[config.mk]
export PLATFORM = sky130hd
export DESIGN_NAME = axi_write_demux
export DESIGN_NICKNAME = d
export VERILOG_FILES = /design/src/demux_pkg.sv /design/src/demux_id_table.sv /design/src/aw_route_ctrl.sv /design/src/w_steer.sv /design/src/b_rr_arbiter.sv /design/src/axi_write_demux.sv
export SDC_FILE = /design/constraint.sdc
export NUM_CORES = 1
export LEC_CHECK = 0
export BUFFER_PORTS_ARGS = -buffer_cell sky130_fd_sc_hd__buf_4
export CELL_PAD_IN_SITES_DETAIL_PLACEMENT = 0
export CELL_PAD_IN_SITES_GLOBAL_PLACEMENT = 2
export CORE_ASPECT_RATIO = 0.9
export CORE_MARGIN = 3
export CORE_UTILIZATION = 25
export DETAILED_ROUTE_END_ITERATION = 12
export PLACE_DENSITY = 0.88
export SLEW_MARGIN = 20
export SYNTH_ARGS = -nofsm -noshare
export SYNTH_HDL_FRONTEND = slang
export SYNTH_HIERARCHICAL = 1
export SYNTH_SLANG_ARGS = --single-unit
[constraint.sdc]
create_clock -name clk_i -period 4.7 [get_ports clk_i]
set_clock_uncertainty 0.05 [all_clocks]
set_input_delay 0.235 -clock clk_i [delete_from_list [all_inputs] [get_ports clk_i]]
set_output_delay 0.235 -clock clk_i [all_outputs]
set_load 0.02 [all_outputs]
[src/demux_pkg.sv]
// port count, field widths and vector types shared by the
// write demux blocks

package demux_pkg;

  // ----------------------------------------------------------------------
  // sizes
  // ----------------------------------------------------------------------
  // number of master ports behind the demux
  localparam int unsigned NumPorts  = 4;
  // width of a master port index
  localparam int unsigned SelWidth  = $clog2(NumPorts);
  localparam int unsigned IdWidth   = 4;
  localparam int unsigned AddrWidth = 32;
  localparam int unsigned DataWidth = 32;

  // ----------------------------------------------------------------------
  // field types
  // ----------------------------------------------------------------------
  typedef logic [SelWidth-1:0]  sel_t;
  typedef logic [IdWidth-1:0]   id_t;
  typedef logic [AddrWidth-1:0] addr_t;
  typedef logic [DataWidth-1:0] data_t;
  // burst length minus one, as on the AXI bus
  typedef logic [7:0]           len_t;
  typedef logic [1:0]           resp_t;
  // one bit per master port, for valids and readies
  typedef logic [NumPorts-1:0]  port_vec_t;

endpackage

[src/demux_id_table.sv]
// per-ID in-flight counters with the master port each ID was sent to

`timescale 1ns/10ps

module demux_id_table #(
  parameter int unsigned MaxTrans = 8,
  parameter int unsigned LookBits = 2
) (
  input  logic            clk_i,
  input  logic            rst_n_i,
  // lookup of the AW waiting for admission
  input  demux_pkg::id_t  lookup_id_i,
  output demux_pkg::sel_t lookup_sel_o,
  output logic            lookup_busy_o,
  output logic            full_o,
  // push on AW admission
  input  logic            push_i,
  input  demux_pkg::id_t  push_id_i,
  input  demux_pkg::sel_t push_sel_i,
  // pop on slave B transfer
  input  logic            pop_i,
  input  demux_pkg::id_t  pop_id_i
);
  import demux_pkg::*;

  localparam int unsigned NumSlots = 2**LookBits;
  // counter must be able to hold MaxTrans itself
  localparam int unsigned CntWidth = $clog2(MaxTrans + 1);

  typedef logic [CntWidth-1:0] cnt_t;
  typedef logic [LookBits-1:0] slot_t;

  cnt_t  cnt_q [NumSlots];
  cnt_t  cnt_d [NumSlots];
  sel_t  sel_q [NumSlots];
  slot_t lookup_slot;
  slot_t push_slot;
  slot_t pop_slot;
  logic  [NumSlots-1:0] cnt_full;

  // only the low ID bits pick a slot, so IDs may share a counter
  assign lookup_slot = lookup_id_i[LookBits-1:0];
  assign push_slot   = push_id_i[LookBits-1:0];
  assign pop_slot    = pop_id_i[LookBits-1:0];

  assign lookup_sel_o  = sel_q[lookup_slot];
  assign lookup_busy_o = (cnt_q[lookup_slot] != '0);
  assign full_o        = |cnt_full;

  // ----------------------------------------------------------------------
  // counter update
  // ----------------------------------------------------------------------
  always_comb begin
    for (int unsigned i = 0; i < NumSlots; i++) begin
      cnt_d[i]    = cnt_q[i];
      cnt_full[i] = (cnt_q[i] == cnt_t'(MaxTrans));
      // push and pop on the same slot leave the count as it is
      if (push_i && (push_slot == slot_t'(i)) && !(pop_i && (pop_slot == slot_t'(i)))) begin
        cnt_d[i] = cnt_q[i] + cnt_t'(1);
      end else if (pop_i && (pop_slot == slot_t'(i)) && !(push_i && (push_slot == slot_t'(i))))
      begin
        cnt_d[i] = cnt_q[i] - cnt_t'(1);
      end
    end
  end

  always_ff @(posedge clk_i or negedge rst_n_i) begin
    if (!rst_n_i) begin
      for (int unsigned i = 0; i < NumSlots; i++) begin
        cnt_q[i] <= '0;
      end
    end else begin
      cnt_q <= cnt_d;
    end
  end

  // port recorded by the latest push on each slot
  always_ff @(posedge clk_i) begin
    if (push_i) begin
      sel_q[push_slot] <= push_sel_i;
    end
  end

endmodule

[src/aw_route_ctrl.sv]
// AW admission checks, valid lock and fan-out of AW to the master ports

`timescale 1ns/10ps

module aw_route_ctrl (
  input  logic                 clk_i,
  input  logic                 rst_n_i,
  // slave AW
  input  demux_pkg::id_t       slv_aw_id_i,
  input  demux_pkg::addr_t     slv_aw_addr_i,
  input  demux_pkg::len_t      slv_aw_len_i,
  input  demux_pkg::sel_t      slv_aw_sel_i,
  input  logic                 slv_aw_valid_i,
  output logic                 slv_aw_ready_o,
  // master AW, payload shared by all ports
  output demux_pkg::id_t       mst_aw_id_o,
  output demux_pkg::addr_t     mst_aw_addr_o,
  output demux_pkg::len_t      mst_aw_len_o,
  output demux_pkg::port_vec_t mst_aw_valid_o,
  input  demux_pkg::port_vec_t mst_aw_ready_i,
  // ID table status
  input  demux_pkg::sel_t      lookup_sel_i,
  input  logic                 lookup_busy_i,
  input  logic                 id_full_i,
  // W steering status
  input  logic                 w_busy_i,
  input  logic                 w_full_i,
  input  demux_pkg::sel_t      w_sel_i,
  // admission strobe to ID table and W steering
  output logic                 push_o
);
  import demux_pkg::*;

  logic lock_q;
  logic lock_d;
  logic aw_valid;
  logic aw_ready;
  logic admit_ok;

  // ready of the port the select names
  assign aw_ready = mst_aw_ready_i[slv_aw_sel_i];

  // counters with room, no open W bursts elsewhere, ID not busy elsewhere
  assign admit_ok = !id_full_i && !w_full_i &&
                    (!w_busy_i || (w_sel_i == slv_aw_sel_i)) &&
                    (!lookup_busy_i || (lookup_sel_i == slv_aw_sel_i));

  // ----------------------------------------------------------------------
  // handshake control
  // ----------------------------------------------------------------------
  always_comb begin
    aw_valid       = 1'b0;
    slv_aw_ready_o = 1'b0;
    push_o         = 1'b0;
    lock_d         = lock_q;
    if (lock_q) begin
      // already pushed, keep valid up until the port takes it
      aw_valid = 1'b1;
      if (aw_ready) begin
        slv_aw_ready_o = 1'b1;
        lock_d         = 1'b0;
      end
    end else if (slv_aw_valid_i && admit_ok) begin
      aw_valid = 1'b1;
      // one push per AW, on first assertion
      push_o   = 1'b1;
      if (aw_ready) begin
        slv_aw_ready_o = 1'b1;
      end else begin
        lock_d = 1'b1;
      end
    end
  end

  always_ff @(posedge clk_i or negedge rst_n_i) begin
    if (!rst_n_i) begin
      lock_q <= 1'b0;
    end else begin
      lock_q <= lock_d;
    end
  end

  // ----------------------------------------------------------------------
  // fan-out
  // ----------------------------------------------------------------------
  assign mst_aw_id_o   = slv_aw_id_i;
  assign mst_aw_addr_o = slv_aw_addr_i;
  assign mst_aw_len_o  = slv_aw_len_i;

  always_comb begin
    for (int unsigned i = 0; i < NumPorts; i++) begin
      mst_aw_valid_o[i] = aw_valid && (slv_aw_sel_i == sel_t'(i));
    end
  end

endmodule

[src/w_steer.sv]
// open W burst counter, W port select register and W beat demux

`timescale 1ns/10ps

module w_steer #(
  parameter int unsigned MaxTrans = 8
) (
  input  logic                 clk_i,
  input  logic                 rst_n_i,
  // AW admission
  input  logic                 push_i,
  input  demux_pkg::sel_t      aw_sel_i,
  // slave W
  input  demux_pkg::data_t     slv_w_data_i,
  input  logic                 slv_w_last_i,
  input  logic                 slv_w_valid_i,
  output logic                 slv_w_ready_o,
  // master W
  output demux_pkg::data_t     mst_w_data_o,
  output logic                 mst_w_last_o,
  output demux_pkg::port_vec_t mst_w_valid_o,
  input  demux_pkg::port_vec_t mst_w_ready_i,
  // status for AW admission
  output logic                 w_busy_o,
  output demux_pkg::sel_t      w_sel_o,
  output logic                 w_full_o
);
  import demux_pkg::*;

  localparam int unsigned CntWidth = $clog2(MaxTrans + 1);
  typedef logic [CntWidth-1:0] cnt_t;

  cnt_t open_q;
  sel_t sel_q;
  sel_t w_sel;
  logic w_active;
  logic w_down;

  assign w_busy_o = (open_q != '0);
  assign w_full_o = (open_q == cnt_t'(MaxTrans));
  assign w_sel_o  = sel_q;

  // with nothing open the W beat follows the AW being admitted now
  assign w_sel    = w_busy_o ? sel_q : aw_sel_i;
  assign w_active = w_busy_o | push_i;

  // ----------------------------------------------------------------------
  // beat demux
  // ----------------------------------------------------------------------
  assign mst_w_data_o = slv_w_data_i;
  assign mst_w_last_o = slv_w_last_i;

  always_comb begin
    mst_w_valid_o = '0;
    slv_w_ready_o = 1'b0;
    if (w_active) begin
      mst_w_valid_o[w_sel] = slv_w_valid_i;
      slv_w_ready_o        = mst_w_ready_i[w_sel];
    end
  end

  // burst closes on the transfer of its last beat
  assign w_down = slv_w_valid_i & slv_w_ready_o & slv_w_last_i;

  always_ff @(posedge clk_i or negedge rst_n_i) begin
    if (!rst_n_i) begin
      open_q <= '0;
      sel_q  <= '0;
    end else begin
      if (push_i && !w_down) begin
        open_q <= open_q + cnt_t'(1);
      end else if (w_down && !push_i) begin
        open_q <= open_q - cnt_t'(1);
      end
      if (push_i) begin
        sel_q <= aw_sel_i;
      end
    end
  end

endmodule

[src/b_rr_arbiter.sv]
// round-robin merge of the master B channels, lock-in on stall

`timescale 1ns/10ps

module b_rr_arbiter (
  input  logic                                        clk_i,
  input  logic                                        rst_n_i,
  // master B
  input  demux_pkg::id_t [demux_pkg::NumPorts-1:0]    mst_b_id_i,
  input  demux_pkg::resp_t [demux_pkg::NumPorts-1:0]  mst_b_resp_i,
  input  demux_pkg::port_vec_t                        mst_b_valid_i,
  output demux_pkg::port_vec_t                        mst_b_ready_o,
  // slave B
  output demux_pkg::id_t                              slv_b_id_o,
  output demux_pkg::resp_t                            slv_b_resp_o,
  output logic                                        slv_b_valid_o,
  input  logic                                        slv_b_ready_i,
  // slave B handshake strobe
  output logic                                        b_done_o
);
  import demux_pkg::*;

  sel_t last_q;
  sel_t lock_idx_q;
  logic lock_q;
  sel_t rr_idx;
  sel_t gnt_idx;

  // ----------------------------------------------------------------------
  // next valid port after the last grant
  // ----------------------------------------------------------------------
  always_comb begin
    sel_t cand;
    logic found;
    cand   = last_q;
    found  = 1'b0;
    rr_idx = last_q;
    // last step wraps to last_q itself
    for (int unsigned k = 1; k <= NumPorts; k++) begin
      cand = sel_t'(last_q + k);
      if (!found && mst_b_valid_i[cand]) begin
        rr_idx = cand;
        found  = 1'b1;
      end
    end
  end

  // stalled grant stays put until the slave takes it
  assign gnt_idx = lock_q ? lock_idx_q : rr_idx;

  assign slv_b_valid_o = mst_b_valid_i[gnt_idx];
  assign slv_b_id_o    = mst_b_id_i[gnt_idx];
  assign slv_b_resp_o  = mst_b_resp_i[gnt_idx];
  assign b_done_o      = slv_b_valid_o & slv_b_ready_i;

  always_comb begin
    mst_b_ready_o          = '0;
    mst_b_ready_o[gnt_idx] = b_done_o;
  end

  always_ff @(posedge clk_i or negedge rst_n_i) begin
    if (!rst_n_i) begin
      last_q     <= '0;
      lock_idx_q <= '0;
      lock_q     <= 1'b0;
    end else begin
      lock_q <= slv_b_valid_o & !slv_b_ready_i;
      if (slv_b_valid_o && !slv_b_ready_i) begin
        lock_idx_q <= gnt_idx;
      end
      // advance priority only on a completed transfer
      if (b_done_o) begin
        last_q <= gnt_idx;
      end
    end
  end

endmodule

[src/axi_write_demux.sv]
// write-side AXI4 demux top, one slave port to four master ports

`timescale 1ns/10ps

module axi_write_demux #(
  parameter int unsigned MaxTrans = 8,
  parameter int unsigned LookBits = 2
) (
  input  logic                                        clk_i,
  input  logic                                        rst_n_i,
  // slave AW
  input  demux_pkg::id_t                              slv_aw_id_i,
  input  demux_pkg::addr_t                            slv_aw_addr_i,
  input  demux_pkg::len_t                             slv_aw_len_i,
  input  demux_pkg::sel_t                             slv_aw_sel_i,
  input  logic                                        slv_aw_valid_i,
  output logic                                        slv_aw_ready_o,
  // slave W
  input  demux_pkg::data_t                            slv_w_data_i,
  input  logic                                        slv_w_last_i,
  input  logic                                        slv_w_valid_i,
  output logic                                        slv_w_ready_o,
  // slave B
  output demux_pkg::id_t                              slv_b_id_o,
  output demux_pkg::resp_t                            slv_b_resp_o,
  output logic                                        slv_b_valid_o,
  input  logic                                        slv_b_ready_i,
  // master AW
  output demux_pkg::id_t                              mst_aw_id_o,
  output demux_pkg::addr_t                            mst_aw_addr_o,
  output demux_pkg::len_t                             mst_aw_len_o,
  output demux_pkg::port_vec_t                        mst_aw_valid_o,
  input  demux_pkg::port_vec_t                        mst_aw_ready_i,
  // master W
  output demux_pkg::data_t                            mst_w_data_o,
  output logic                                        mst_w_last_o,
  output demux_pkg::port_vec_t                        mst_w_valid_o,
  input  demux_pkg::port_vec_t                        mst_w_ready_i,
  // master B
  input  demux_pkg::id_t [demux_pkg::NumPorts-1:0]    mst_b_id_i,
  input  demux_pkg::resp_t [demux_pkg::NumPorts-1:0]  mst_b_resp_i,
  input  demux_pkg::port_vec_t                        mst_b_valid_i,
  output demux_pkg::port_vec_t                        mst_b_ready_o
);
  import demux_pkg::*;

  // admission strobe and status between the blocks
  logic push;
  sel_t lookup_sel;
  logic lookup_busy;
  logic id_full;
  logic w_busy;
  sel_t w_sel;
  logic w_full;
  logic b_done;

  // ----------------------------------------------------------------------
  // ID ordering, popped by the merged B
  // ----------------------------------------------------------------------
  demux_id_table #(
    .MaxTrans ( MaxTrans ),
    .LookBits ( LookBits )
  ) i_id_table (
    .clk_i         ( clk_i        ),
    .rst_n_i       ( rst_n_i      ),
    .lookup_id_i   ( slv_aw_id_i  ),
    .lookup_sel_o  ( lookup_sel   ),
    .lookup_busy_o ( lookup_busy  ),
    .full_o        ( id_full      ),
    .push_i        ( push         ),
    .push_id_i     ( slv_aw_id_i  ),
    .push_sel_i    ( slv_aw_sel_i ),
    .pop_i         ( b_done       ),
    .pop_id_i      ( slv_b_id_o   )
  );

  // ----------------------------------------------------------------------
  // AW channel
  // ----------------------------------------------------------------------
  aw_route_ctrl i_aw_route_ctrl (
    .clk_i          ( clk_i          ),
    .rst_n_i        ( rst_n_i        ),
    .slv_aw_id_i    ( slv_aw_id_i    ),
    .slv_aw_addr_i  ( slv_aw_addr_i  ),
    .slv_aw_len_i   ( slv_aw_len_i   ),
    .slv_aw_sel_i   ( slv_aw_sel_i   ),
    .slv_aw_valid_i ( slv_aw_valid_i ),
    .slv_aw_ready_o ( slv_aw_ready_o ),
    .mst_aw_id_o    ( mst_aw_id_o    ),
    .mst_aw_addr_o  ( mst_aw_addr_o  ),
    .mst_aw_len_o   ( mst_aw_len_o   ),
    .mst_aw_valid_o ( mst_aw_valid_o ),
    .mst_aw_ready_i ( mst_aw_ready_i ),
    .lookup_sel_i   ( lookup_sel     ),
    .lookup_busy_i  ( lookup_busy    ),
    .id_full_i      ( id_full        ),
    .w_busy_i       ( w_busy         ),
    .w_full_i       ( w_full         ),
    .w_sel_i        ( w_sel          ),
    .push_o         ( push           )
  );

  // ----------------------------------------------------------------------
  // W channel
  // ----------------------------------------------------------------------
  w_steer #(
    .MaxTrans ( MaxTrans )
  ) i_w_steer (
    .clk_i         ( clk_i         ),
    .rst_n_i       ( rst_n_i       ),
    .push_i        ( push          ),
    .aw_sel_i      ( slv_aw_sel_i  ),
    .slv_w_data_i  ( slv_w_data_i  ),
    .slv_w_last_i  ( slv_w_last_i  ),
    .slv_w_valid_i ( slv_w_valid_i ),
    .slv_w_ready_o ( slv_w_ready_o ),
    .mst_w_data_o  ( mst_w_data_o  ),
    .mst_w_last_o  ( mst_w_last_o  ),
    .mst_w_valid_o ( mst_w_valid_o ),
    .mst_w_ready_i ( mst_w_ready_i ),
    .w_busy_o      ( w_busy        ),
    .w_sel_o       ( w_sel         ),
    .w_full_o      ( w_full        )
  );

  // ----------------------------------------------------------------------
  // B channel
  // ----------------------------------------------------------------------
  b_rr_arbiter i_b_rr_arbiter (
    .clk_i         ( clk_i         ),
    .rst_n_i       ( rst_n_i       ),
    .mst_b_id_i    ( mst_b_id_i    ),
    .mst_b_resp_i  ( mst_b_resp_i  ),
    .mst_b_valid_i ( mst_b_valid_i ),
    .mst_b_ready_o ( mst_b_ready_o ),
    .slv_b_id_o    ( slv_b_id_o    ),
    .slv_b_resp_o  ( slv_b_resp_o  ),
    .slv_b_valid_o ( slv_b_valid_o ),
    .slv_b_ready_i ( slv_b_ready_i ),
    .b_done_o      ( b_done        )
  );

endmodule

== After elaboration in Yosys (flattened, before gate mapping) ==
Memory sizes are Yosys's and may differ from the RTL's.
Cells that the tools add are included.

* Add/subtract/negate cells: 14
* Magnitude comparators: 10
* Equality and inequality tests: 16
* Mux-type cells: 57
* Bitwise operators: 8
* Reduce and logical (&&, ||, !) cells: 63

{| class="wikitable"
|+ Operators with widths
! cell !! count
|-
| $mux 4 || 14
|-
| $logic_and 1x1->1 || 32
|-
| $mux 1 || 24
|-
| $lt 2x3->1 const B || 7
|-
| $add 4x1->4 const B || 5
|-
| $eq 4x4->1 const B || 5
|-
| $sub 4x1->4 const B || 5
|-
| $logic_not 1->1 || 18
|-
| $bmux 4 s2 || 2
|-
| $bmux 1 s2 || 7
|-
| $mux 2 || 7
|-
| $eq 2x2->1 const B || 6
|-
| $reduce_bool 2->1 || 5
|-
| $and 4x4->4 || 2
|-
| $reduce_bool 4->1 || 2
|-
| $eq 2x1->1 const B || 3
|-
| $logic_not 2->1 || 3
|-
| $add 2x1->2 const B || 2
|-
| $add 2x2->2 const B || 2
|-
| $and 1x1->1 || 4
|-
| $bmux 2 s2 || 1
|-
| $demux 1 s2 || 2
|-
| $eq 2x2->1 || 2
|-
| $ge 2x1->1 const B || 2
|-
| other kinds (5) || 6
|}

* Register bits after elaboration: 28
* Bits in writable memories: 8
* Input bits: 120
* Output and inout bits: 98
* Logic and storage cells: 179
* Memories kept: 1

{| class="wikitable"
|+ Memory list
! memory !! words !! bits a word !! read ports !! clocked after memory_dff !! wr ports !! RTL line !! text
|-
| i_id_table.sel_q || 4 || 2 || 1 || 0 || 1 || demux_id_table.sv:35 || <nowiki>sel_t sel_q [NumSlots];</nowiki>
|}

== Longest topological paths before layout ==
* Depth in word-level cells: 21
* Gate-level depth with buffers: 16
* Gate-level depth less buffers: 16

== By module ==
Netlist, hierarchy kept.

{| class="wikitable"
|+ By module, submodules not included
! module !! instances !! cells an instance !! area each (um^2) !! sequential area each (um^2)
|-
| demux_id_table || 1 || 145 || 1641.6 || 640.6
|-
| w_steer || 1 || 91 || 783.3 || 150.1
|-
| b_rr_arbiter || 1 || 76 || 669.4 || 125.1
|-
| aw_route_ctrl || 1 || 71 || 598.1 || 25.0
|}

== Least setup slack after synthesis ==
Ideal clock, no wire load.

* Path kind: reg2reg
* Start point: mem i_id_table/sel_q[3][0] in the netlist's numbering
* End point: reg i_id_table/cnt_q[15] in the netlist's numbering
* Setup time: 0.129 ns
* Arrival: 3.743 ns
* Data required time: 4.521 ns
* Path slack: 0.778 ns
* Stages on the path, launching flop included: 12
* Buffers on the path: 0
* Clock period less this slack: 3.922 ns
* Path through: edfxtp_1 -> mux4_2 -> xnor2_2 -> a21oi_1 -> nor4b_1 -> nor3b_1 -> ha_1 -> inv_1 -> ha_1 -> or4_4 -> o211ai_2 -> o211ai_2

* Longest elaborated chain between the ends: 11
* Elaborated cells on any way between the ends: 13
* Those cells by class: 1 x eq/ne; 3 x mux; 8 x reduce/logical; 1 x memory

{| class="wikitable"
|+ RTL lines
! element !! RTL line !! text
|-
| start, declared || demux_id_table.sv:35 ||
|-
| $mem_v2 4x2 * || - ||
|-
| via lookup_sel[0] || axi_write_demux.sv:49 || <nowiki>sel_t lookup_sel;</nowiki>
|-
| $eq 2x2->1 * || aw_route_ctrl.sv:46 || <nowiki>(!lookup_busy_i || (lookup_sel_i == slv_aw_sel_i));</nowiki>
|-
| $logic_or 1x1->1 * || aw_route_ctrl.sv:46 ||
|-
| $logic_and 1x1->1 * || aw_route_ctrl.sv:45 || <nowiki>(!w_busy_i || (w_sel_i == slv_aw_sel_i)) &&</nowiki>
|-
| $logic_and 1x1->1 * || aw_route_ctrl.sv:63 || <nowiki>end else if (slv_aw_valid_i && admit_ok) begin</nowiki>
|-
| $mux 1 * || aw_route_ctrl.sv:63 ||
|-
| $mux 1 * || aw_route_ctrl.sv:56 || <nowiki>if (lock_q) begin</nowiki>
|-
| via push || axi_write_demux.sv:48 || <nowiki>logic push;</nowiki>
|-
| $logic_and 1x1->1 * || demux_id_table.sv:58, demux_id_table.sv:60 ||
|-
| $logic_not 1->1 || demux_id_table.sv:60 || <nowiki>end else if (pop_i && (pop_slot == slot_t'(i)) && !(push_i && (push_slot == slot_t'(i))))</nowiki>
|-
| $logic_and 1x1->1 || demux_id_table.sv:60 ||
|-
| $reduce_bool 2->1 (no line) || - ||
|-
| end signal, assigned || demux_id_table.sv:73 || <nowiki>cnt_q <= cnt_d;</nowiki>
|-
| end, declared || demux_id_table.sv:33 || <nowiki>cnt_t cnt_q [NumSlots];</nowiki>
|}

Mark *: on every way through the listed nets, which the timed path passes. The rest lies on a longest branch.
A chain may end at the register's enable or synchronous reset.

== Worst setup path in the final report ==
* Start point: reg i_b_rr_arbiter.last_q[0]
* End point: reg i_id_table/cnt_q[15] in the netlist's numbering

* Longest elaborated chain between the ends: 21
* Elaborated cells on any way between the ends: 38
* Those cells by class: 4 x add/sub; 21 x mux; 1 x bitwise; 12 x reduce/logical

{| class="wikitable"
|+ RTL lines
! element !! RTL line !! text
|-
| start, declared || b_rr_arbiter.sv:23 || <nowiki>sel_t last_q;</nowiki>
|-
| start signal, assigned || b_rr_arbiter.sv:73 || <nowiki>last_q <= gnt_idx;</nowiki>
|-
| $add 2x1->2 || b_rr_arbiter.sv:40 || <nowiki>cand = sel_t'(last_q + k);</nowiki>
|-
| $bmux 1 s2 || b_rr_arbiter.sv:41 || <nowiki>if (!found && mst_b_valid_i[cand]) begin</nowiki>
|-
| $mux 1 (implied by the code) || b_rr_arbiter.sv:41 ||
|-
| $mux 1 || b_rr_arbiter.sv:41 ||
|-
| $logic_not 1->1 || b_rr_arbiter.sv:41 ||
|-
| $logic_and 1x1->1 || b_rr_arbiter.sv:41 ||
|-
| $mux 1 || b_rr_arbiter.sv:41 ||
|-
| $logic_not 1->1 || b_rr_arbiter.sv:41 ||
|-
| (+6 left out) || - ||
|-
| $bmux 1 s2 * || b_rr_arbiter.sv:51 || <nowiki>assign slv_b_valid_o = mst_b_valid_i[gnt_idx];</nowiki>
|-
| $mux 1 (implied by the code) * || b_rr_arbiter.sv:51 ||
|-
| $and 1x1->1 * || b_rr_arbiter.sv:54 || <nowiki>assign b_done_o = slv_b_valid_o & slv_b_ready_i;</nowiki>
|-
| via b_done || axi_write_demux.sv:55 || <nowiki>logic b_done;</nowiki>
|-
| $logic_and 1x1->1 * || demux_id_table.sv:58, demux_id_table.sv:60 ||
|-
| $logic_not 1->1 || demux_id_table.sv:58 || <nowiki>if (push_i && (push_slot == slot_t'(i)) && !(pop_i && (pop_slot == slot_t'(i)))) begin</nowiki>
|-
| $logic_and 1x1->1 || demux_id_table.sv:58 ||
|-
| $mux 4 or $reduce_bool 2->1 (tied branches) || - ||
|}

Mark *: on every way through the listed nets, which the timed path passes. The rest lies on a longest branch. The select of a mux whose other input is x is not followed.

==> flow_metrics.env <==
export IMPL_outcome="finished clean"
export IMPL_syn_num_nets=523
export IMPL_drv_slew=0
export IMPL_htreeDepth=2
export IMPL_finalHoldViolCount=0
export IMPL_start_util=0.259
export IMPL_max_freq_mhz=247
export IMPL_vias=2639
export IMPL_dp_hpwl_um=5980
export IMPL_cpPeakStageDelay_ns=0.50
export IMPL_port_buffers=69
export IMPL_r2r_cells=13
export IMPL_synth_edf_count=8
export IMPL_fin_crit_ns=4.05
export IMPL_peakVddDrop_mv=0.167
export IMPL_postCtsSetupBuffers=0
export IMPL_drive_gt1_frac=0.332
export IMPL_grt_pass1_wl_um=12500
export IMPL_r2r_end="i_id_table/cnt_q[15]$_DFFE_PN0P_"
export IMPL_grt_use_total=0.0933
export IMPL_wl_per_cell_um=13.7
export IMPL_post_dp_cell_area_um2=3820
export IMPL_ant_nets=0
export IMPL_worstHoldPathCells=3
export IMPL_synth_main_ff_cell="dfrtp_1"
export IMPL_clkSinkCount=36
export IMPL_cpLargestDelayFamily="compound AO/OA/AOI/OAI gates"
export IMPL_rows=41
export IMPL_hp_class="in -> reg"
export IMPL_antenna_cells=0
export IMPL_setup_tns_ns=0
export IMPL_cp_data_arrival_time_ns=4.16
export IMPL_min_period_over_period=0.862
export IMPL_timing_hold_ws_ns=0.240
export IMPL_area_growth_syn_to_layout_pct=7.96
export IMPL_cts_clk_slew_worst_paths_ns=0.05
export IMPL_worst_path_max_delay_cell="or4_4"
export IMPL_regToRegSetupSlack_ns=0.65
export IMPL_synthArstFlopShare=0.778
export IMPL_synth_area_per_cell_um2=9.64
export IMPL_design_area_um2=3990
export IMPL_p_per_area_nw_per_um2=632
export IMPL_die_y_um=121
export IMPL_crit_chain="nor2b_2 -> a22o_1 -> o41ai_4 -> buf_4 -> mux2_4 -> a22o_4 -> or3b_2 -> ha_1 -> inv_1 -> ha_1 -> or4_4 -> o211ai_2 -> o211ai_2"
export IMPL_ctsResizeCount=0
export IMPL_synth_seq_area_share=0.255
export IMPL_setup_ws_ns=0.648
export IMPL_clockBufferDepth=2
export IMPL_worstMarginPinSlew_ns=0.697
export IMPL_setup_viol=0
export IMPL_grt_ovfl_total=0
export IMPL_first_iter_violations=79
export IMPL_p_leak_nw=1.63
export IMPL_endpoint_kind="register"
export IMPL_pre_cts_slack_ns=0.662
export IMPL_synth_area_top_cells="dfrtp_1 19%, buf_4 16%, edfxtp_1 6.5%, ha_1 5.1%, mux2i_1 3.8%"
export IMPL_die_width_um=134
export IMPL_antenna_found_initial=0
export IMPL_r2r_start="i_b_rr_arbiter/last_q[0]$_DFFE_PN0P_"
export IMPL_grt_pass1_vias=2630
export IMPL_worstPathMaxFanout=9
export IMPL_cts_root_buffer="clkbuf_16"
export IMPL_synth_cell_types=58
export IMPL_firstDrtPassIters=4
export IMPL_wl_um=7810
export IMPL_p_total_mw=2.52
export IMPL_dieArea_um2=16300
export IMPL_worstSetupPathType="reg -> reg"
export IMPL_cp_start_kind="register"
export IMPL_drc=0
export IMPL_finalNetCount=516
export IMPL_path_buf_inv=2
export IMPL_worst_path_stages=13
export IMPL_post_synth_top_area_fraction=0.190
export IMPL_grt_start_max_net_pins=29
export IMPL_rsz0062_at_grt="false"
export IMPL_slew_headroom=0.535
export IMPL_ioPinCount=218
export IMPL_ys_warn_count=6
export IMPL_worstHoldEndpoint="i_b_rr_arbiter/last_q[1]$_DFFE_PN0P_"
export IMPL_hold_start="slv_b_ready_i"
export IMPL_vias_per_cell=4.63
export IMPL_syn_area_um2=3690
export IMPL_clk_latency_ns=0.28
export IMPL_cts_inserted_buffers=5
export IMPL_synthCells=383
export IMPL_coreArea_um2=14300
export IMPL_max_cap_violations=0
export IMPL_synth_top_area_cell="dfrtp_1"
export IMPL_place_congestion=0.796
export IMPL_cts_tree="yes"
export IMPL_critPathRequiredTime_ns=4.80
export IMPL_synth_seq_cells=36
==> power breakdown <==
group | total [mW] | switching, mW | internal [mW]
combinational | 1.55 | 0.820 | 0.726
clock | 0.347 | 0.121 | 0.226
sequential | 0.625 | 0.182 | 0.443
==> layout by cell type, fill, tap and decap left out, types with 6 or more instances in the layout <==
| cell type | count |
|---|---|
| nand3_1 | 9 |
| mux2_1 | 7 |
| ha_1 | 15 |
| dfrtp_1 | 28 |
| edfxtp_1 | 8 |
| nand2_1 | 22 |
| o21ai_0 | 6 |
| buf_4 | 73 |
| a21oi_1 | 23 |
| inv_1 | 9 |
| mux2_2 | 8 |
| nand3b_1 | 7 |
| mux2i_1 | 14 |
| o211ai_2 | 8 |
| nor3_1 | 17 |
| nor2_1 | 21 |
| xnor2_1 | 10 |
==> routing by layer <==
metal	global-route usage	vias up	routed length [um]
met2	0.150	81	3600
met4	0.0413	0	140
met3	0.0232	15	524
li1	-	1289	-
met5	0	-	0
met1	0.119	1254	3540
==> state kept, by name (all words and copies together) (netlist names) <==
name and flops:
i_id_table/cnt_q 16, i_b_rr_arbiter/lock_q 1, i_w_steer/open_q 4, i_aw_route_ctrl/lock_q 1, i_w_steer/w_sel_o 2, i_b_rr_arbiter/lock_idx_q 2, i_b_rr_arbiter/last_q 2, i_id_table/sel_q 8
==> cells by family after synthesis <==
family                     synth area share
AOI/OAI and AO/OA                     0.138
xor gates and xnor gates             0.0413
adders and majority gates            0.0779
buffers and inverters                 0.190
DFF                                   0.255
muxes                                 0.118
and+or+nand+nor                       0.180
==> stage by stage <==
stage	util	std cells
2_1_floorplan	-	383
3_3_place_gp	0.268	561
3_5_place_dp	0.268	561
4_1_cts	0.280	570
5_1_grt	0.280	570
6_report	0.280	570
==> synthesized netlist by cell type (7+ instances only) <==
cell type and n:
a21oi_1 23, buf_4 77, dfrtp_1 28, edfxtp_1 8, ha_1 15, inv_1 9
mux2_1 7, mux2_2 8, mux2i_1 14, nand2_1 22, nand3_1 9, nand3b_1 7
nor2_1 21, nor3_1 17, o211ai_2 8, xnor2_1 10
==> worst min-delay path, stage by stage <==
cell     delay, ns
buf_4         0.10
a21oi_1       0.06
o21ai_1       0.13
==> area by class of cell <==
type	instances	area (um^2)
fill	1524	10300
inverter	10	40.0
clock buffer	8	156
tap	193	241
timing repair buffer	74	558
sequential	36	941
multi-input combinational	249	2050
==> worst max-delay path by stage <==
| stage | to | start |
|---|---|---|
| after floorplan | i_id_table/cnt_q[15]$_DFFE_PN0P_ | i_id_table/sel_q[3][0]$_DFFE_PP_ |
| after global placement | i_w_steer/open_q[3]$_DFFE_PN0P_ | i_id_table/cnt_q[4]$_DFFE_PN0P_ |
| after detailed placement | i_id_table/cnt_q[15]$_DFFE_PN0P_ | i_b_rr_arbiter/last_q[0]$_DFFE_PN0P_ |
| after CTS | i_id_table/cnt_q[15]$_DFFE_PN0P_ | i_b_rr_arbiter/last_q[0]$_DFFE_PN0P_ |
| after global routing | i_w_steer/open_q[3]$_DFFE_PN0P_ | i_id_table/cnt_q[8]$_DFFE_PN0P_ |
| final | i_id_table/cnt_q[15]$_DFFE_PN0P_ | i_b_rr_arbiter/last_q[0]$_DFFE_PN0P_ |
==> what timing repair did <==
| item | CTS | global route |
|---|---|---|
| hold endpoints to repair | 28 | 0 |
| hold buffers | 1 | 0 |
| endpoints found under the setup margin | 0 | 0 |
Note: power is estimated with default switching activity, not from simulation.
